### config.mk
export PLATFORM = sky130hd
export DESIGN_NAME = pixel_shifter
export DESIGN_NICKNAME = d
export VERILOG_FILES = /design/src/scroll_pkg.sv /design/src/pixel_shifter.sv
export SDC_FILE = /design/constraint.sdc
export NUM_CORES = 1
export LEC_CHECK = 0
export ABC_CLOCK_PERIOD_IN_PS = 1500
export BUFFER_PORTS_ARGS = -buffer_cell sky130_fd_sc_hd__buf_2
export CELL_PAD_IN_SITES_DETAIL_PLACEMENT = 1
export CELL_PAD_IN_SITES_GLOBAL_PLACEMENT = 1
export CORE_AREA = 10 10 82 84
export CTS_CLUSTER_SIZE = 28
export DETAILED_ROUTE_END_ITERATION = 8
export DIE_AREA = 0 0 92 94
export GPL_ROUTABILITY_DRIVEN = 0
export PLACE_DENSITY_LB_ADDON = 0.1
export SYNTH_ARGS = -nofsm -noshare
export SYNTH_HDL_FRONTEND = slang
export SYNTH_SLANG_ARGS = --single-unit
export TNS_END_PERCENT = 100
### constraint.sdc
create_clock -name clk -period 1.5 [get_ports clk]
set_input_delay 0.075 -clock clk [delete_from_list [all_inputs] [get_ports clk]]
set_output_delay 0.075 -clock clk [all_outputs]
set_load 0.005 [all_outputs]
### src/scroll_pkg.sv
// Shared types, bus states and register map for the scrolling tile layer; import where needed
package scroll_pkg;

    // APB register map in byte addresses
    localparam logic [11:0] ADDR_CODE_BASE = 12'h000; // 1024 tile codes
    localparam logic [11:0] ADDR_ATTR_BASE = 12'h400; // 1024 tile attributes
    localparam logic [11:0] ADDR_VSCROLL   = 12'h800; // Vertical scroll and last valid address

    // One byte of attribute RAM
    typedef struct packed {
        logic [1:0] code_hi;  // Upper tile code bits
        logic       vflip;
        logic       hflip;
        logic [3:0] palette;
    } tile_attr_t;

    // Map entry read by the fetcher
    typedef struct packed {
        logic [7:0] code;
        tile_attr_t attr;
    } tile_entry_t;

    // Eight 4-bit pixels, leftmost in the top nibble
    typedef struct packed {
        logic [31:0] pixels;
        logic        hflip;
        logic [3:0]  palette;
    } pixel_row_t;

    // Palette PROM lookup address
    typedef struct packed {
        logic [3:0] palette;
        logic [3:0] pixel;
    } pal_req_t;

    // Phase seen on the APB bus in the previous cycle
    typedef enum logic [1:0] {
        apb_idle,
        apb_setup,
        apb_access
    } apb_state_t;

endpackage

### src/pixel_shifter.sv
// Pixel shifter: buffers one fetched row and sends out one pixel per enable in flip order
`timescale 1ns/1ps

module pixel_shifter
    import scroll_pkg::*;
(
    input  logic       clk,
    input  logic       rst,
    input  logic       pxl_cen,
    input  logic       row_load,
    input  pixel_row_t row,
    output pal_req_t   req
);

    logic [31:0] data;
    logic [3:0]  pal;
    logic        hf;
    logic [3:0]  end_nib;

    // Next pixel out sits at the end that matches the flip
    assign end_nib = hf ? data[3:0] : data[31:28];

    always_ff @(posedge clk) begin
        if (pxl_cen) begin
            if (row_load) begin
                data <= row.pixels;
                pal  <= row.palette;
            end else begin
                data <= hf ? data >> 4 : data << 4;
            end
        end
    end

    // Output stage still holds the old row's last pixel on a load
    always_ff @(posedge clk or posedge rst) begin
        if (rst) begin
            hf  <= 1'b0;
            req <= '0;
        end else if (pxl_cen) begin
            if (row_load) hf <= row.hflip;
            req.palette <= pal;
            req.pixel   <= end_nib;
        end
    end

endmodule

* Word-level counts from Yosys, hierarchy flattened
Index checks and enable logic that the tools add are counted.
** Storage, ports and cells
- Flip-flop bits (word level) :: 45
- Logic and storage cells :: 9
** Cells by class
- Reduce and logical (&&, ||, !) cells :: 1
- Muxes and demuxes :: 3
** Operators by type and width (number)
- 2-to-1 mux 32 bit :: 2
- 2-to-1 mux 4 bit :: 1
- AND reduction 2 bit :: 1

* Longest topological paths before layout
- Depth in word-level cells :: 2
- Mapped depth :: 4
- Gate-level depth less buffers :: 2

* Worst setup path before layout
No wires, ideal clock.
- Kind :: reg2reg
- Start point :: register hf
- End point :: register data[13] (data pin)
- Slack :: 412 ps
- Arrival :: 822 ps
- Stages on the path, launching flop included :: 5
- Required time :: 1234 ps
- Clock period less this slack :: 1088 ps
- Path through :: dfrtp_1 -> buf_4 -> buf_6 -> mux2i_1 -> o21ai_1
** On the way
- Longest elaborated chain between the ends :: 2
** Ends and longest elaborated chain
- start, declared :: line pixel_shifter.sv:17 : logic hf;
- start signal, assigned :: line pixel_shifter.sv:40 : if (row_load) hf <= row.hflip;
- 2-to-1 mux 32 bit :: line pixel_shifter.sv:29 : data <= hf ? data >> 4 : data << 4;
- 2-to-1 mux 32 bit :: line pixel_shifter.sv:25 : if (row_load) begin
- end signal, assigned :: line pixel_shifter.sv:26 : data <= row.pixels;
- end signal, assigned :: line pixel_shifter.sv:29
- end, declared :: line pixel_shifter.sv:15 : logic [31:0] data;
No other way between the ends.
A chain may end at the register's enable or synchronous reset.

* Worst setup path after layout
- Start point :: register hf
- End point :: register data[8] (data pin)
The elaborated chain is that of the path after synthesis.

==> results.toml <==
[sta]
slew_headroom_pct = 73.77
clock.fmax_ghz = 0.8206
min_period_ps = 1219
hold_viol = 0
skew_ps = 8.841
setup_viol = 0
slew_violations = 0
finalCritPeriodShare_pct = 81.24
rsz0062_at_grt = "no"
fin_ws_ps = 281.3
worst_pin_slew_ps = 392.7
tns_ps = 0

[placement]
place_ws_ps = 283.6
dp_hpwl_mm = 3.655
io_buffers = 48

[logic_synthesis]
ys_seq_area_share_pct = 63.04
ys_ff_latch = 45
synth_area_per_cell_um2 = 13.03
syn_inst = 159
syn_area_um2 = 2072
ys_warn_count = 0
synth.distinct_cells = 20
syn_nets = 200

[worst_setup_path]
r2r_cells = 3
crit_path_max_fanout = 12
cp_cell_sequence = "buf_4 -> mux2i_1 -> o21ai_1"
r2r-start = "hf"
endpoint_kind = "flip-flop"
critical_path_class = "reg -> reg"
start_kind = "flip-flop"
r2r_setup_slack_ps = 280
cp.arrival_ps = 1270
r2r-end = "data[8]"
critPathMaxStageDelay_ps = 410
cp.required_ps = 1560
path_delay_family = "flip-flops"
cp.buffers_inverters = 1
critPathSlowestCell = "dfrtp_1"

[clock_tree]
post_cts_resize_count = 0
post-cts-setup-buffers = 0
cts.path.max_buffers = 2
cts_hold_buf = 6
clockRootBuffer = "clkbuf_8"
cts_sinks = 45
clkLatencyLatePin_ps = 300
clk_transition_reported_paths_ps = 90
tritoncts = "done"
cts_buffers = 5
h-tree-depth = 2

[pwr]
ir_drop_uv = 511.6
p_leak_uw = 0.001088
powerDensity_nw_per_um2 = 1156

[drt]
routed_via_density = 4.983
drt-pass1-iter-count = 4
post_drt_wl_per_cell_um = 16.61
wl_mm = 4.767
vias = 1430
antenna_left = 0
drc = 0
drtIter0Drc = 81

[finish]
final_cell_mix = "buf_2 (48), edfxtp_1 (36), mux2i_1 (28)"
final_common_cell = "buf_2"
layout.nets = 257
layout-drive-gt1-share_pct = 30.41
fill_cells = 557
areaGrowthSynthToFinish_pct = 23.31
antenna_cells = 0

[worst_hold_path]
hold_path_end = "data[25]"
hp-class = "in -> reg"
hold_start = "row[30]"
min_path_cells = 3

[global_route]
grt_max_degree = 32
grt_pass1_vias = 1570
antenna_found_initial = 0
grt_pass1_wl_mm = 7.700
grt_use_total_pct = 11.15
overflow = 0

[die]
dieArea_um2 = 8648
io_pins = 49
die_x_um = 92
core_um2 = 5075
die_y_um = 94
rows = 26
start_util_pct = 40.83

[flow_run]
drv_cap = 0

[status]
outcome = "finished clean"
stage by stage:
| step | instances | util [%] | instance area (µm²) | power [µW] | hold WS, ps |
|---|---|---|---|---|---|
| after CTS | 287 | 50.35 | 2555 | 2993 | 47.13 |
| after global placement | 273 | 46.89 | 2380 | 2019 | 55.24 |
| after floorplan | 159 | - | 2072 | 1875 | -97.08 |
| after global routing | 287 | 50.35 | 2555 | 3113 | 61.60 |
| after detailed placement | 273 | 46.89 | 2380 | 2045 | 62.78 |
| final | 287 | 50.35 | 2555 | 2954 | 52.46 |
kinds of logic after synthesis:
logic type	synth area share (%)
AOI/OAI and AO/OA	9.964
and+or+nand+nor	6.462
muxes	16.24
DFF	63.04
buffers and inverters	4.287
final cells by class:
class                           count  area [µm²]  area share, %
Clock inverter                      3       46.29          1.812
Inverter                            1       3.754         0.1469
Multi-Input combinational cell    102       676.9          26.49
Clock buffer                        5       68.82          2.693
Timing Repair Buffer               61       365.4          14.30
Sequential cell                    45        1306          51.13
Tap cell                           70       87.58          3.428
where the power goes:
| part | switching [µW] | internal (µW) | leakage, µW |
|---|---|---|---|
| clock | 437 | 499 | 0.0000543 |
| sequential | 62.8 | 1490 | 0.000461 |
| combinational | 231 | 234 | 0.000573 |
metal layers:
layer	GRT usage [%]	vias to the layer above	routed length, µm
li1	-	693	-
met3	3.677	4	252
met4	3.470	0	31
met1	14.14	694	2208
met2	17.59	39	2275
met5	0	-	0
state kept, by name, indices dropped and copies added (netlist names):
signal	count
hf	1
req	8
pal	4
data	32
synthesized netlist by cell type (all sizes together):
master | n | area share [%]
dfrtp | 9 | 11
nor2b | 1 | 0.30
mux2i | 28 | 14
buf | 9 | 3.7
nand2b | 1 | 0.30
clkbuf | 2 | 0.36
a22o | 7 | 3.0
o21ai | 25 | 6.0
and2 | 1 | 0.30
nor2 | 5 | 1.0
a21oi | 4 | 0.97
edfxtp | 36 | 52
mux2 | 5 | 2.7
inv | 1 | 0.18
nand2 | 25 | 4.5
worst min-delay path, stage by stage:
cell and delay (ps):
buf_2 70, nand2_1 40, o21ai_1 60
how the worst max path moves through the flow:
stage,startpoint,end,depth (start not counted)
5_1_grt,hf,data[16],3
3_5_place_dp,hf,data[8],3
6_report,hf,data[8],3
2_1_floorplan,hf,data[13],4
4_1_cts,hf,data[8],3
3_3_place_gp,hf,data[8],3
Power figures use the tool's default switching activity.
