<file path="src/scroll_pkg.sv">
// Shared types, bus states and register map for the scrolling tile layer; import where needed
package scroll_pkg;

    // APB register map in byte addresses
    localparam logic [11:0] ADDR_CODE_BASE = 12'h000; // 1024 tile codes
    localparam logic [11:0] ADDR_ATTR_BASE = 12'h400; // 1024 tile attributes
    localparam logic [11:0] ADDR_VSCROLL   = 12'h800; // Vertical scroll and last valid address

    // One byte of attribute RAM
    typedef struct packed {
        logic [1:0] code_hi;  // Upper tile code bits
        logic       vflip;
        logic       hflip;
        logic [3:0] palette;
    } tile_attr_t;

    // Map entry read by the fetcher
    typedef struct packed {
        logic [7:0] code;
        tile_attr_t attr;
    } tile_entry_t;

    // Eight 4-bit pixels, leftmost in the top nibble
    typedef struct packed {
        logic [31:0] pixels;
        logic        hflip;
        logic [3:0]  palette;
    } pixel_row_t;

    // Palette PROM lookup address
    typedef struct packed {
        logic [3:0] palette;
        logic [3:0] pixel;
    } pal_req_t;

    // Phase seen on the APB bus in the previous cycle
    typedef enum logic [1:0] {
        apb_idle,
        apb_setup,
        apb_access
    } apb_state_t;

endpackage

</file>
<file path="src/palette_lut.sv">
// Palette PROM: loaded over the programming port, maps palette and pixel to a colour index
`timescale 1ns/1ps

module palette_lut
    import scroll_pkg::*;
(
    input  logic       clk,
    input  logic       pxl_cen,
    input  logic       prog_en,
    input  logic [7:0] prog_addr,
    input  logic [3:0] prog_data,
    input  pal_req_t   req,
    output logic [3:0] pxl = 4'h0
);

    logic [3:0] prom [256];
    logic [7:0] rd_addr;

    assign rd_addr = {req.palette, req.pixel}; // 16 palettes of 16 colours

    // Loading is independent of the pixel enable
    always_ff @(posedge clk) begin
        if (prog_en) prom[prog_addr] <= prog_data;
    end

    always_ff @(posedge clk) begin
        if (pxl_cen) pxl <= prom[rd_addr];
    end

endmodule

</file>
<file path="config.mk">
export PLATFORM = sky130hd
export DESIGN_NAME = palette_lut
export DESIGN_NICKNAME = d
export VERILOG_FILES = /design/src/scroll_pkg.sv /design/src/palette_lut.sv
export SDC_FILE = /design/constraint.sdc
export NUM_CORES = 1
export LEC_CHECK = 0
export BUFFER_PORTS_ARGS = -buffer_cell sky130_fd_sc_hd__buf_4
export CAP_MARGIN = 20
export CELL_PAD_IN_SITES_DETAIL_PLACEMENT = 1
export CELL_PAD_IN_SITES_GLOBAL_PLACEMENT = 1
export CORE_AREA = 2 2 276 305
export DETAILED_ROUTE_END_ITERATION = 10
export DIE_AREA = 0 0 278 307
export PLACE_DENSITY = 0.84
export RECOVER_POWER = 25
export SYNTH_ARGS = -nofsm -noshare
export SYNTH_HDL_FRONTEND = slang
export SYNTH_SLANG_ARGS = --single-unit
</file>
<file path="constraint.sdc">
create_clock -name clk -period 2.3 [get_ports clk]
set_input_delay 0.115 -clock clk [delete_from_list [all_inputs] [get_ports clk]]
set_output_delay 0.115 -clock clk [all_outputs]
set_load 0.005 [all_outputs]
</file>
* Yosys cells after proc, flatten, opt, wreduce, memory -nomap -nowiden *
Memories as Yosys holds them, arrays and structs flattened. A register that Yosys moved wholly into a read port is not among the register bits.
Index checks and enable logic that the tools add are counted.

word-level totals
  register bits after elaboration = 0
  bits in writable memories = 1024
  bits of input ports = 23
  memories kept = 1
  output and inout bits = 4
  word-level logic and storage cells = 3

memory list
  memory  depth  bits a word  read ports  clocked after memory_dff  wr ports  line               source
  prom    256    4            1           1                         1         palette_lut.sv:16  logic [3:0] prom [256];

cells by class
  mux-type cells = 2

operators by type and width
  operator  count
  $mux 1    2

* Logic depth before layout (Yosys ltp) *
  depth in word-level cells = 2
  gate-level depth with buffers = 11
  depth with buffers taken out = 6

* Worst setup path before layout *
Ideal clock, no wire load.

  path kind = input port to flip-flop
  start = input req[0] (netlist name)
  end = register pxl[2] (read register of prom) (data pin)
  cell stages on the path = 10
  buffers on the path = 5
  data arrival time = 1.912 ns
  path slack = 0.119 ns
  setup time = 0.268 ns
  data required time = 2.032 ns
  path through = buf_6 -> buf_6 -> buf_6 -> buf_4 -> buf_4 -> mux4_2 -> a22oi_1 -> nand3_1 -> nand4_1 -> o211ai_1

RTL lines
  item             line               source
  start, declared  palette_lut.sv:12  input pal_req_t req,
  end, declared    palette_lut.sv:13  output logic [3:0] pxl = 4'h0

==> impl_results.md <==
* Synth area leaders: edfxtp_1 76%, mux4_2 14%, nor2_1 2.5%
* Clk_lat worst skew at 0.70 ns
* # diodes at 0
* Post-synthesis xor/xnor area fraction at 0%
* RSZ-0062 raised after global routing: true
* Die width at 278 um
* Simple-Gate Fraction of Synth Area at 4.73%
* Failing checks: max-capacitance violations, max-slew violations, negative setup slack
* Num CTS Buffers at 98
* Leakage at 14.9 nW
* # setup viols final at 29
* First-pass GRT wire length at 171000 um
* ANT nets after route at 0
* CTS tree: done
* Core area at 82600 sq um
* RD Place Congestion at 0.876
* Compound-gate portion of the synthesized area at 2.15%
* Post-DP HPWL at 70800 um
* Netlist Area Pre-Place at 40700 sq um
* WS Path Type: flip-flop to flip-flop
* Clk_skew at 0.0388 ns
* Clk network pwr share at 41.2%
* Routed WL at 117000 um
* P_int at 0.0304 W
* Final hold viol count at 0
* Crit. End Element: flip-flop
* Register area share after synthesis at 75.8%
* Clk buf depth at 3
* CTS sink count at 1028
* Largest net degree at the start of global routing at 96
* Main combinational cell family by area after synthesis: multiplexers
* Hold Crit Class: input pin to flip-flop
* Seq pwr share at 53.0%
* Setup ws final at -0.182 ns
* GR Overflow Total at 0
* Yosys top cell area share at 75.8%
* Cell area after placement at 44000 sq um
* Combinational fraction of design power at 5.8%
* IR drop worst, VDD at 0.631 mV
* CTS clk-pin slew, worst paths at 0.06 ns
* Total I/O pin count at 27
* Synthesized flop and latch total at 1028
* Clock root cell: clkbuf_16
* WL/cell at 34.1 um
* Cell Count, Final, Fillers Out at 3449
* F_max at 403 MHz
* 1st-pass router iterations at 5
* Share of cells above drive strength 1 at 28.3%
* Maximum fanout along the worst path at 1
* Placed Instances at 3269
* Final Critical Period at 2.48 ns
* Initial Utilization at 49.3%
* Power density over the cells at 828 nW/um^2
* Vias at 22400
* Area grow syn2layout at 15.7%
* Synthesis warning total at 0
* Vias in the first global route at 23900
* Die ar. at 85300 sq um
* Final period util at 108%
* Synth Area in Adders at 0%
* Via-to-Cell Ratio at 6.50
* Cell type with the largest total area after synthesis: edfxtp_1
* Setup TNS at -1.30 ns
* Cells after Synth at 2051
* Max-cap violations at 3
* Switch Pwr at 0.00860 W
* Status: complete, but fails checks
* IO Port Bufs at 26
* Mux cell area share after synthesis at 15.6%
* Critical Path Start Type: flip-flop
* Required time worst endpoint at 2.72 ns
* Fin area at 47100 sq um
* CTS H-tree lvls at 3
* Pre-CTS WS at -0.761 ns
* Slew headroom at -22.1%
* GR Util All Layers at 28.0%
* Antenna violations before repair at 1
* Synth cell types at 41
* DRC at 0
* # nets final at 2323
* Worst Tran Pin Value at 1.83 ns
* Max Slew Vio Count at 139
* Crit path DAT at 2.90 ns
* Detailed Route Iter0 Violations at 2945
* Mean Syn Cell Area at 19.9 sq um
* # rows at 111
* WHS at 0.115 ns
* Die height at 307 um
* Sw Share at 22.1%
* Syn Nets at 2074
## synth_stat cells
master / instances
a221oi_1: 8
nor2b_1: 26
nand3b_1: 1
a211oi_1: 7
o22ai_1: 10
and4_1: 2
nand2b_1: 12
mux2i_1: 65
clkbuf_1: 68
buf_4: 11
inv_1: 1
nor3b_1: 1
nand3_1: 39
o221ai_1: 8
or3_1: 2
a21oi_1: 13
mux4_2: 250
o211ai_1: 13
buf_2: 20
a22oi_1: 32
a2111oi_0: 7
inv_2: 1
a2bb2oi_1: 1
and2_0: 1
a21boi_0: 2
buf_1: 10
and2_1: 2
or2_2: 2
or3b_2: 1
or4_1: 1
nand2_1: 55
buf_6: 19
nand4_1: 15
edfxtp_1: 1028
nor3_1: 7
nor2_1: 275
a31oi_1: 6
nor4_1: 5
o21bai_1: 2
mux2_2: 6
o21ai_0: 16
## critical path, stage by stage, from the launching register on
cell and delay, ns:
edfxtp_1 0.44, mux4_2 0.55, nor2b_4 0.17, a211oi_4 0.22
a2111oi_4 0.07, nor4_4 0.49, buf_4 0.20, o211ai_1 0.08
## area by class of cell
cell class / count / area [sq um]
Fill cell: 7090 / 35500
Sequential cell: 1028 / 30900
Multi-Input combinational cell: 893 / 9280
Clock buffer: 117 / 2570
Timing Repair Buffer: 277 / 2490
Tap cell: 1073 / 1340
Clock inverter: 59 / 551
Inverter: 2 / 7.51
## worst paths after layout
kind / slack (ns) / start / endpoint / depth (start not counted)
hold reg to reg: 1.09 / prom[100][1] / pxl[1] / 5
setup / recovery: -0.18 / prom[163][1] / pxl[1] / 7
setup reg to reg: -0.18 / prom[163][1] / pxl[1] / 7
hold / removal: 0.11 / prog_addr[2] / prom[158][2] / 3
## metrics by stage
step	util [%]	total power [W]
detailed placement	53.2	0.0232
floorplan	-	0.0221
global placement	53.2	0.0231
finish	57.0	0.0390
CTS	57.1	0.0391
global route	57.0	0.0398
## cells by family after synthesis
family / Yosys count
muxes: 321
and+or+nand+nor: 447
AOI/OAI and AO/OA: 125
buffers and inverters: 130
DFF: 1028
## flip-flops by register name (all words and copies together) (netlist names)
register and count:
pxl 4, prom 1024
## per-layer routing
metal  vias up  share of wire, %  global-route usage, %
li1       8843                 -                      -
met1     11700                36                   35.4
met2      1475                50                   46.4
met3       358               9.1                   5.61
met4         2               5.3                   13.9
met5         -             0.011                      0
## placed cells by master (no fill, tap or decap), drive strengths merged, types with 32 or more instances in the layout
cell / n
edfxtp: 1028
nor2: 275
mux4: 250
buf: 245
clkbuf: 144
mux2i: 65
nand2: 55
clkinv: 43
nand3: 39
a22oi: 32
## power groups by stage
stage | sequential [W] | clock [W] | combinational (W)
after floorplan | 0.0211 | 0 | 0.00106
after global placement | 0.0211 | 0 | 0.00203
after detailed placement | 0.0211 | 0 | 0.00216
after CTS | 0.0207 | 0.0162 | 0.00224
after global routing | 0.0207 | 0.0168 | 0.00234
final | 0.0207 | 0.0161 | 0.00225
## repair_timing
action	in CTS	in global routing
gates resized for setup	19	10
endpoints found under the hold margin	209	0
buffers inserted	0	0
pin swaps	7	6
hold buffers	5	0
endpoints found under the setup margin	4	4
Note: power is estimated with default switching activity, not from simulation.
