$ cat config.mk
export PLATFORM = sky130hd
export DESIGN_NAME = tile_fetch
export DESIGN_NICKNAME = d
export VERILOG_FILES = /design/src/scroll_pkg.sv /design/src/tile_fetch.sv
export SDC_FILE = /design/constraint.sdc
export NUM_CORES = 1
export LEC_CHECK = 0
export ABC_AREA = 1
export BUFFER_PORTS_ARGS = -buffer_cell sky130_fd_sc_hd__buf_2
export CAP_MARGIN = 0
export CORE_MARGIN = 3
export CORE_UTILIZATION = 45
export CTS_BUF_LIST = sky130_fd_sc_hd__clkbuf_16
export CTS_CLUSTER_DIAMETER = 40
export DETAILED_ROUTE_END_ITERATION = 8
export HOLD_SLACK_MARGIN = 0.15
export PLACE_DENSITY_LB_ADDON = 0.3
export SLEW_MARGIN = 20
export SYNTH_ARGS = -nofsm -noshare
export SYNTH_HDL_FRONTEND = slang
export SYNTH_SLANG_ARGS = --single-unit
$ cat constraint.sdc
create_clock -name clk -period 1.4 [get_ports clk]
set_input_delay 0 -clock clk [delete_from_list [all_inputs] [get_ports clk]]
set_output_delay 0 -clock clk [all_outputs]
set_load 0.01 [all_outputs]
$ cat src/scroll_pkg.sv
// Shared types, bus states and register map for the scrolling tile layer; import where needed
package scroll_pkg;

    // APB register map in byte addresses
    localparam logic [11:0] ADDR_CODE_BASE = 12'h000; // 1024 tile codes
    localparam logic [11:0] ADDR_ATTR_BASE = 12'h400; // 1024 tile attributes
    localparam logic [11:0] ADDR_VSCROLL   = 12'h800; // Vertical scroll and last valid address

    // One byte of attribute RAM
    typedef struct packed {
        logic [1:0] code_hi;  // Upper tile code bits
        logic       vflip;
        logic       hflip;
        logic [3:0] palette;
    } tile_attr_t;

    // Map entry read by the fetcher
    typedef struct packed {
        logic [7:0] code;
        tile_attr_t attr;
    } tile_entry_t;

    // Eight 4-bit pixels, leftmost in the top nibble
    typedef struct packed {
        logic [31:0] pixels;
        logic        hflip;
        logic [3:0]  palette;
    } pixel_row_t;

    // Palette PROM lookup address
    typedef struct packed {
        logic [3:0] palette;
        logic [3:0] pixel;
    } pal_req_t;

    // Phase seen on the APB bus in the previous cycle
    typedef enum logic [1:0] {
        apb_idle,
        apb_setup,
        apb_access
    } apb_state_t;

endpackage

$ cat src/tile_fetch.sv
// Tile fetcher that forms map and graphics ROM addresses and turns ROM words into pixel rows
`timescale 1ns/1ps

module tile_fetch
    import scroll_pkg::*;
#(
    parameter int ROM_AW = 13
) (
    input  logic              clk,
    input  logic              rst,
    input  logic              pxl_cen,
    input  logic              flip,
    input  logic [8:0]        hdump,
    input  logic [7:0]        vdump,
    input  logic [7:0]        vpos,
    output logic [9:0]        map_index,
    input  tile_entry_t       entry,
    output logic [ROM_AW-1:0] rom_addr,
    input  logic [31:0]       rom_data,
    input  logic              rom_ok,
    output pixel_row_t        row,
    output logic              row_load
);

    // Code bits above the 8-bit code and the 3 row bits
    localparam int HI_W = ROM_AW - 11;

    logic [7:0] hdf;
    logic [7:0] vscr;
    logic [7:0] vsum;
    logic [2:0] row_sel;
    logic       load_q;

    // Gather bit n of every nibble column into one pixel
    function automatic logic [31:0] reorder(input logic [31:0] d);
        logic [31:0] p;
        int          base;
        p = '0;
        for (int g = 0; g < 8; g++) begin
            base = (g < 4) ? 31 - g : 19 - g;  // Upper half first and lower half after
            p[31 - 4*g -: 4] = {d[base], d[base-4], d[base-8], d[base-12]};
        end
        return p;
    endfunction

    assign hdf       = {8{flip}} ^ hdump[7:0];
    assign vsum      = vdump + vpos;
    assign map_index = {vscr[7:3], hdf[7:3]};          // 32x32 tile map
    assign row_sel   = vscr[2:0] ^ {3{entry.attr.vflip}};
    assign row_load  = load_q && pxl_cen;

    // Scroll applies in the middle columns only so the status columns stay fixed
    always_ff @(posedge clk or posedge rst) begin
        if (rst) begin
            vscr <= 8'h00;
        end else if (pxl_cen) begin
            if (hdump[8])      vscr <= {8{flip}} ^ vdump;
            else if (hdump[5]) vscr <= {8{flip}} ^ vsum;
        end
    end

    always_ff @(posedge clk or posedge rst) begin
        if (rst) begin
            rom_addr <= '0;
            load_q   <= 1'b0;
        end else if (pxl_cen) begin
            if (hdf[2:0] == 3'd0) begin
                rom_addr <= {entry.attr.code_hi[HI_W-1:0], entry.code, row_sel};
            end
            load_q <= hdf[2:0] == 3'd4; // Handed to the shifter on the next enable
        end
    end

    // ROM data has had four pixels to settle
    always_ff @(posedge clk) begin
        if (pxl_cen && hdf[2:0] == 3'd4) begin
            row.pixels  <= rom_ok ? reorder(rom_data) : 32'h0;
            row.hflip   <= entry.attr.hflip;
            row.palette <= entry.attr.palette;
        end
    end

    // Load strobe lasts a single cycle as hdump moves off the capture phase
    a_row_load_pulse: assert property (@(posedge clk) disable iff (rst)
        row_load |=> !row_load)
        else $error("row_load held for more than one cycle");

endmodule

# == Word-level counts from Yosys, hierarchy flattened ==
# Cells that the tools add are included.
# op_classes
n_addsub,1
reduce_logical,6
eq_ne,1
bitwise_logic,4
n_mux,2
# ops
cell,count
bitwise XOR 8 bit,3
2-to-1 mux 8 bit,2
adder 8 bit,1
AND reduction 2 bit,2
== test 3 bit (second input constant),1
zero test 3 bit,1
bitwise XOR 3 bit,1
logical AND 1 bit,2
nonzero test 2 bit,1
# totals
out_inout_bits,61
reg_bits,59
elab_cells,20
inputBits,78

# == Longest topological paths before layout ==
# depth
word_depth,4
depth_mapped,13

# == Least setup slack after synthesis ==
# No wires, ideal clock.
# synth_path
kind,input to register
from,input port flip
to,register row[0] (netlist bit) (enable)
setup_ns,0.431
t_arrival_ns,1.970
stages,4
path_buffers,1
slack_ns,-1.001
required_ns,0.969
cell_sequence,buf_6 -> a21oi_2 -> nand2_1 -> nor2_1
# synth_via
elab_chain_cells,3
# synth_lines
element,line,source
start: declaration,tile_fetch.sv:12,"input logic flip,"
bitwise XOR 8 bit,tile_fetch.sv:46,assign hdf = {8{flip}} ^ hdump[7:0];
== test 3 bit,tile_fetch.sv:76,if (pxl_cen && hdf[2:0] == 3'd4) begin
logical AND 1 bit,tile_fetch.sv:76,
end: declaration,tile_fetch.sv:21,"output pixel_row_t row,"
# Every way passes these cells.
# A chain may end at the register's enable or synchronous reset.

# == Final worst setup path ==
# layout_path
from,input port pxl_cen
to,register vscr[3]
# layout_via
elab_chain_cells,1
# layout_lines
element,line,source
start: declaration,tile_fetch.sv:11,"input logic pxl_cen,"
AND reduction 2 bit (no line),--,
end signal: assignment,tile_fetch.sv:57,if (hdump[8]) vscr <= {8{flip}} ^ vdump;
end signal: assignment,tile_fetch.sv:58,else if (hdump[5]) vscr <= {8{flip}} ^ vsum;
end: declaration,tile_fetch.sv:29,logic [7:0] vscr;
# Every way passes these cells.

==> summary.md <==
The largest driver fanout on the critical path was 7. The net count of the finished layout is 610. Of the cells placed in the final design, the portion with a size suffix greater than 1 is 35.9%. After detailed routing, the average wire length per cell comes to 16.3 um. The number of antenna diodes in the final layout is 0. After synthesis, the mean cell area works out to 9.49 um2.

Cell chosen for the clock root: clkbuf_16. On the final layout, the worst clock skew is 0.00564 ns. Entering global routing, the biggest net connects 38 pins. After synthesis, the most frequently instantiated cells are nand2_1, inv_1, edfxtp_1.

Power spread over the standard cell area amounts to 1220 nW/um2. The count of mapped cells out of synthesis was 313. During I/O placement, the number of pins put on the boundary was 139. The logic depth of the worst register-to-register path was 3; the number of sinks handled by clock tree synthesis was 59.

The final cell count without fillers came out at 604. Required arrival time at the worst endpoint: 1.66 ns. The worst register-to-register path ends at vscr[3].

In the finished design, the share of the clock period the worst path needs comes to 95.6%. For the finished layout, the period the worst path requires is 1.34 ns. The total iterations of the first detailed-routing run is 4, and the number of input and output port buffers inserted is 138.

By area the synthesized netlist is led by edfxtp_1, dfrtp_1, nand2_1, inv_1, nand3_1. Relative to the synthesized area, the layout overhead comes to 63.9%. The placed standard-cell area was 3750 um2. The die is 87.2 um tall. In the routed design, unresolved DRC markers number 0. The launch instance of the worst register-to-register path is vscr[3].

The synthesized design devotes to its leading area cell type 37.4% of total area. The area of the multi-input gates came out at 1060 um2. The run gives 28 as the number of rows in the core area.

The logs give 1660 um2 for the sequential cell area and 2951 for the count of vias placed by the detailed router. The run finished with clean final reports. The mapped netlist covers 2970 um2.

The later pin in the worst-skew pair is clocked with a latency of 0.32 ns. The minimum setup slack after placement was -0.165 ns. The cell type with the highest aggregate area in the netlist is edfxtp_1. The reg-to-reg setup timing slack was 0.24 ns; the weighted congestion reported at the end of routability-driven placement was 0.831.

Across the VDD grid, the largest voltage drop is 1030 uV. Among all flip-flop cells after synthesis, the most frequent one is edfxtp_1. The count of state elements after synthesis is 59. The endpoint class of the critical path was a flip-flop. The tools report the first-pass GRT wire length as 13500 um.

The sequential area share after synthesis is 55.9%, and the number of max-slew violations in the final report is 0. Launch point of the critical path: pxl_cen. The run gives 0 as the max-capacitance violation count.

TritonCTS built the clock tree. The slew at the pin closest to its max-slew limit came out at 0.558 ns. The run gives 48.2% as the initial cell density of the core. For the number of antenna violations at the first check in global routing, the log shows 0. For the synthesis warning total, the log shows 0. The tools report the number of buffers inserted during clock tree synthesis as 9.

The wire-length estimate of the detail-placed layout is 5250 um. After the first detailed-routing iteration, the DRC count stood at 148. The tools report the core area as 6170 um2. Die width: 87.2 um. The type of the setup path with the least slack was in2reg. The finished cells cover 4870 um2. The power after layout was 5.93 mW; the number of flops mapped to enable cells by yosys was 37. In the routed layout, each cell is associated on average with a via count of 4.89.

The worst setup margin came out at 0.0622 ns. STA classifies the critical path startpoint as an input port. The tools report the total count of hold-check failures in the final report as 0. Of all flip-flops after synthesis, the portion carrying an async set or reset was 37.3%. The number of placed instances, taps included, is 520.

The filler cells instantiated in the layout total 368. Setup violations remaining at the end of the flow were counted as 0. The logs give 2950 for the number of global-route vias before repair and 2 for the deepest clock path buffer count.

The relative slew slack was 62.8%; the synthesized netlist net count was 399. The clock input transition at the sequential cells of the worst setup and hold paths was 0.05 ns. Summed over all layers, the routed wires come to 9850 um. Among all cell types in the netlist, the one instantiated most often is nand2_1. The run gives 1.60 ns as the data arrival time at the worst-slack endpoint.

The total overflow reported by the global router was 0; the leakage component of the power was 2.53 nW. The number of H-tree levels came out at 3. For the die outline area, the log shows 7610 um2. The critical path ends at vscr[3]. Total global-route track usage: 23.2%. Worst hold path class: in2reg.

Yosys mapped the design onto 33 distinct sky130hd cell types. For the remaining antenna violation count after routing, the log shows 0. Based on the critical path, the design can be clocked at up to 748 MHz.
## metrics by stage
stage               utilization, %  hold WS, ns  TNS [ns]
finish                        79.0        0.202         0
global route                  79.0        0.241   -0.0164
CTS                           76.3        0.177         0
detailed placement            60.8       0.0508    -0.331
global placement              60.8       0.0466    -0.155
floorplan                        -      -0.0108         0
## routing by layer
metal,track usage (%),wire [um],up-vias
li1,-,-,1404
met1,25.6,3630,1390
met2,42.1,5180,134
met3,5.49,729,23
met4,10.0,310,0
met5,0,0,-
## layout by cell type, fill, tap and decap left out, types with 2 or more instances in the layout
cell	count
a21oi_1	4
o21ai_1	9
nand3_1	20
edfxtp_1	37
nand2_2	4
dfrtp_1	22
o21ai_0	2
nand2_1	109
inv_1	47
buf_6	3
buf_2	135
bufinv_16	3
ha_1	7
nor2_1	5
xnor2_1	3
o21ai_4	2
nand3_2	3
dlymetal6s4s_1	2
or2_4	2
buf_4	9
xor2_1	8
clkbuf_16	12
buf_12	2
dlygate4sd3_1	59
clkinv_4	2
## state kept, by name (all words and copies together) (netlist names)
name / flops
vscr: 8
load_q: 1
rom_addr: 13
row: 37
## repair_timing
item                                   4_1_cts  5_1_grt
hold buffers                                61        0
endpoints found under the hold margin       79        0
gates resized for setup                      0       10
setup buffers                                0        4
setup endpoints to repair                    0       39
## layout make-up
| cell class | count | area share (%) |
|---|---|---|
| sequential | 59 | 34.1 |
| multi-input combinational | 191 | 21.9 |
| clock buffer | 9 | 4.63 |
| tap | 75 | 1.93 |
| clock inverter | 7 | 2.54 |
| timing repair buffer | 213 | 31.0 |
| inverter | 50 | 3.93 |
## power breakdown
part / internal, mW / switching (mW)
logic: 0.580 / 0.639
registers: 2.07 / 0.103
clock network: 1.75 / 0.789
total: 4.40 / 1.53
## logic make-up (layout without fill, tap and decap cells)
family,after synthesis,in the layout,share of synthesized area (%)
xor+xnor,13,13,4.72
buf+inv,63,279,9.48
fa+ha+maj,8,8,3.62
flops,59,59,55.9
simple gates,149,149,22.0
compound gates,21,21,4.21
## critical path, stage by stage
cell and delay, ns:
dlygate4sd3_1 0.55, buf_6 0.13, buf_4 0.13, o21ai_4 0.09
nand2_1 0.07, dlygate4sd3_1 0.56, nand2_1 0.06
## worst min path at each step
stage	from	endpoint	slack, ns	cells after the start
2_1_floorplan	rst	load_q	-0.01	1
3_3_place_gp	rst	rom_addr[5]	0.05	3
3_5_place_dp	rst	vscr[7]	0.05	3
4_1_cts	hdump[8]	vscr[7]	0.18	5
5_1_grt	vdump[0]	vscr[0]	0.24	6
6_report	hdump[8]	vscr[7]	0.20	5
(Power assumes the default switching activity.)
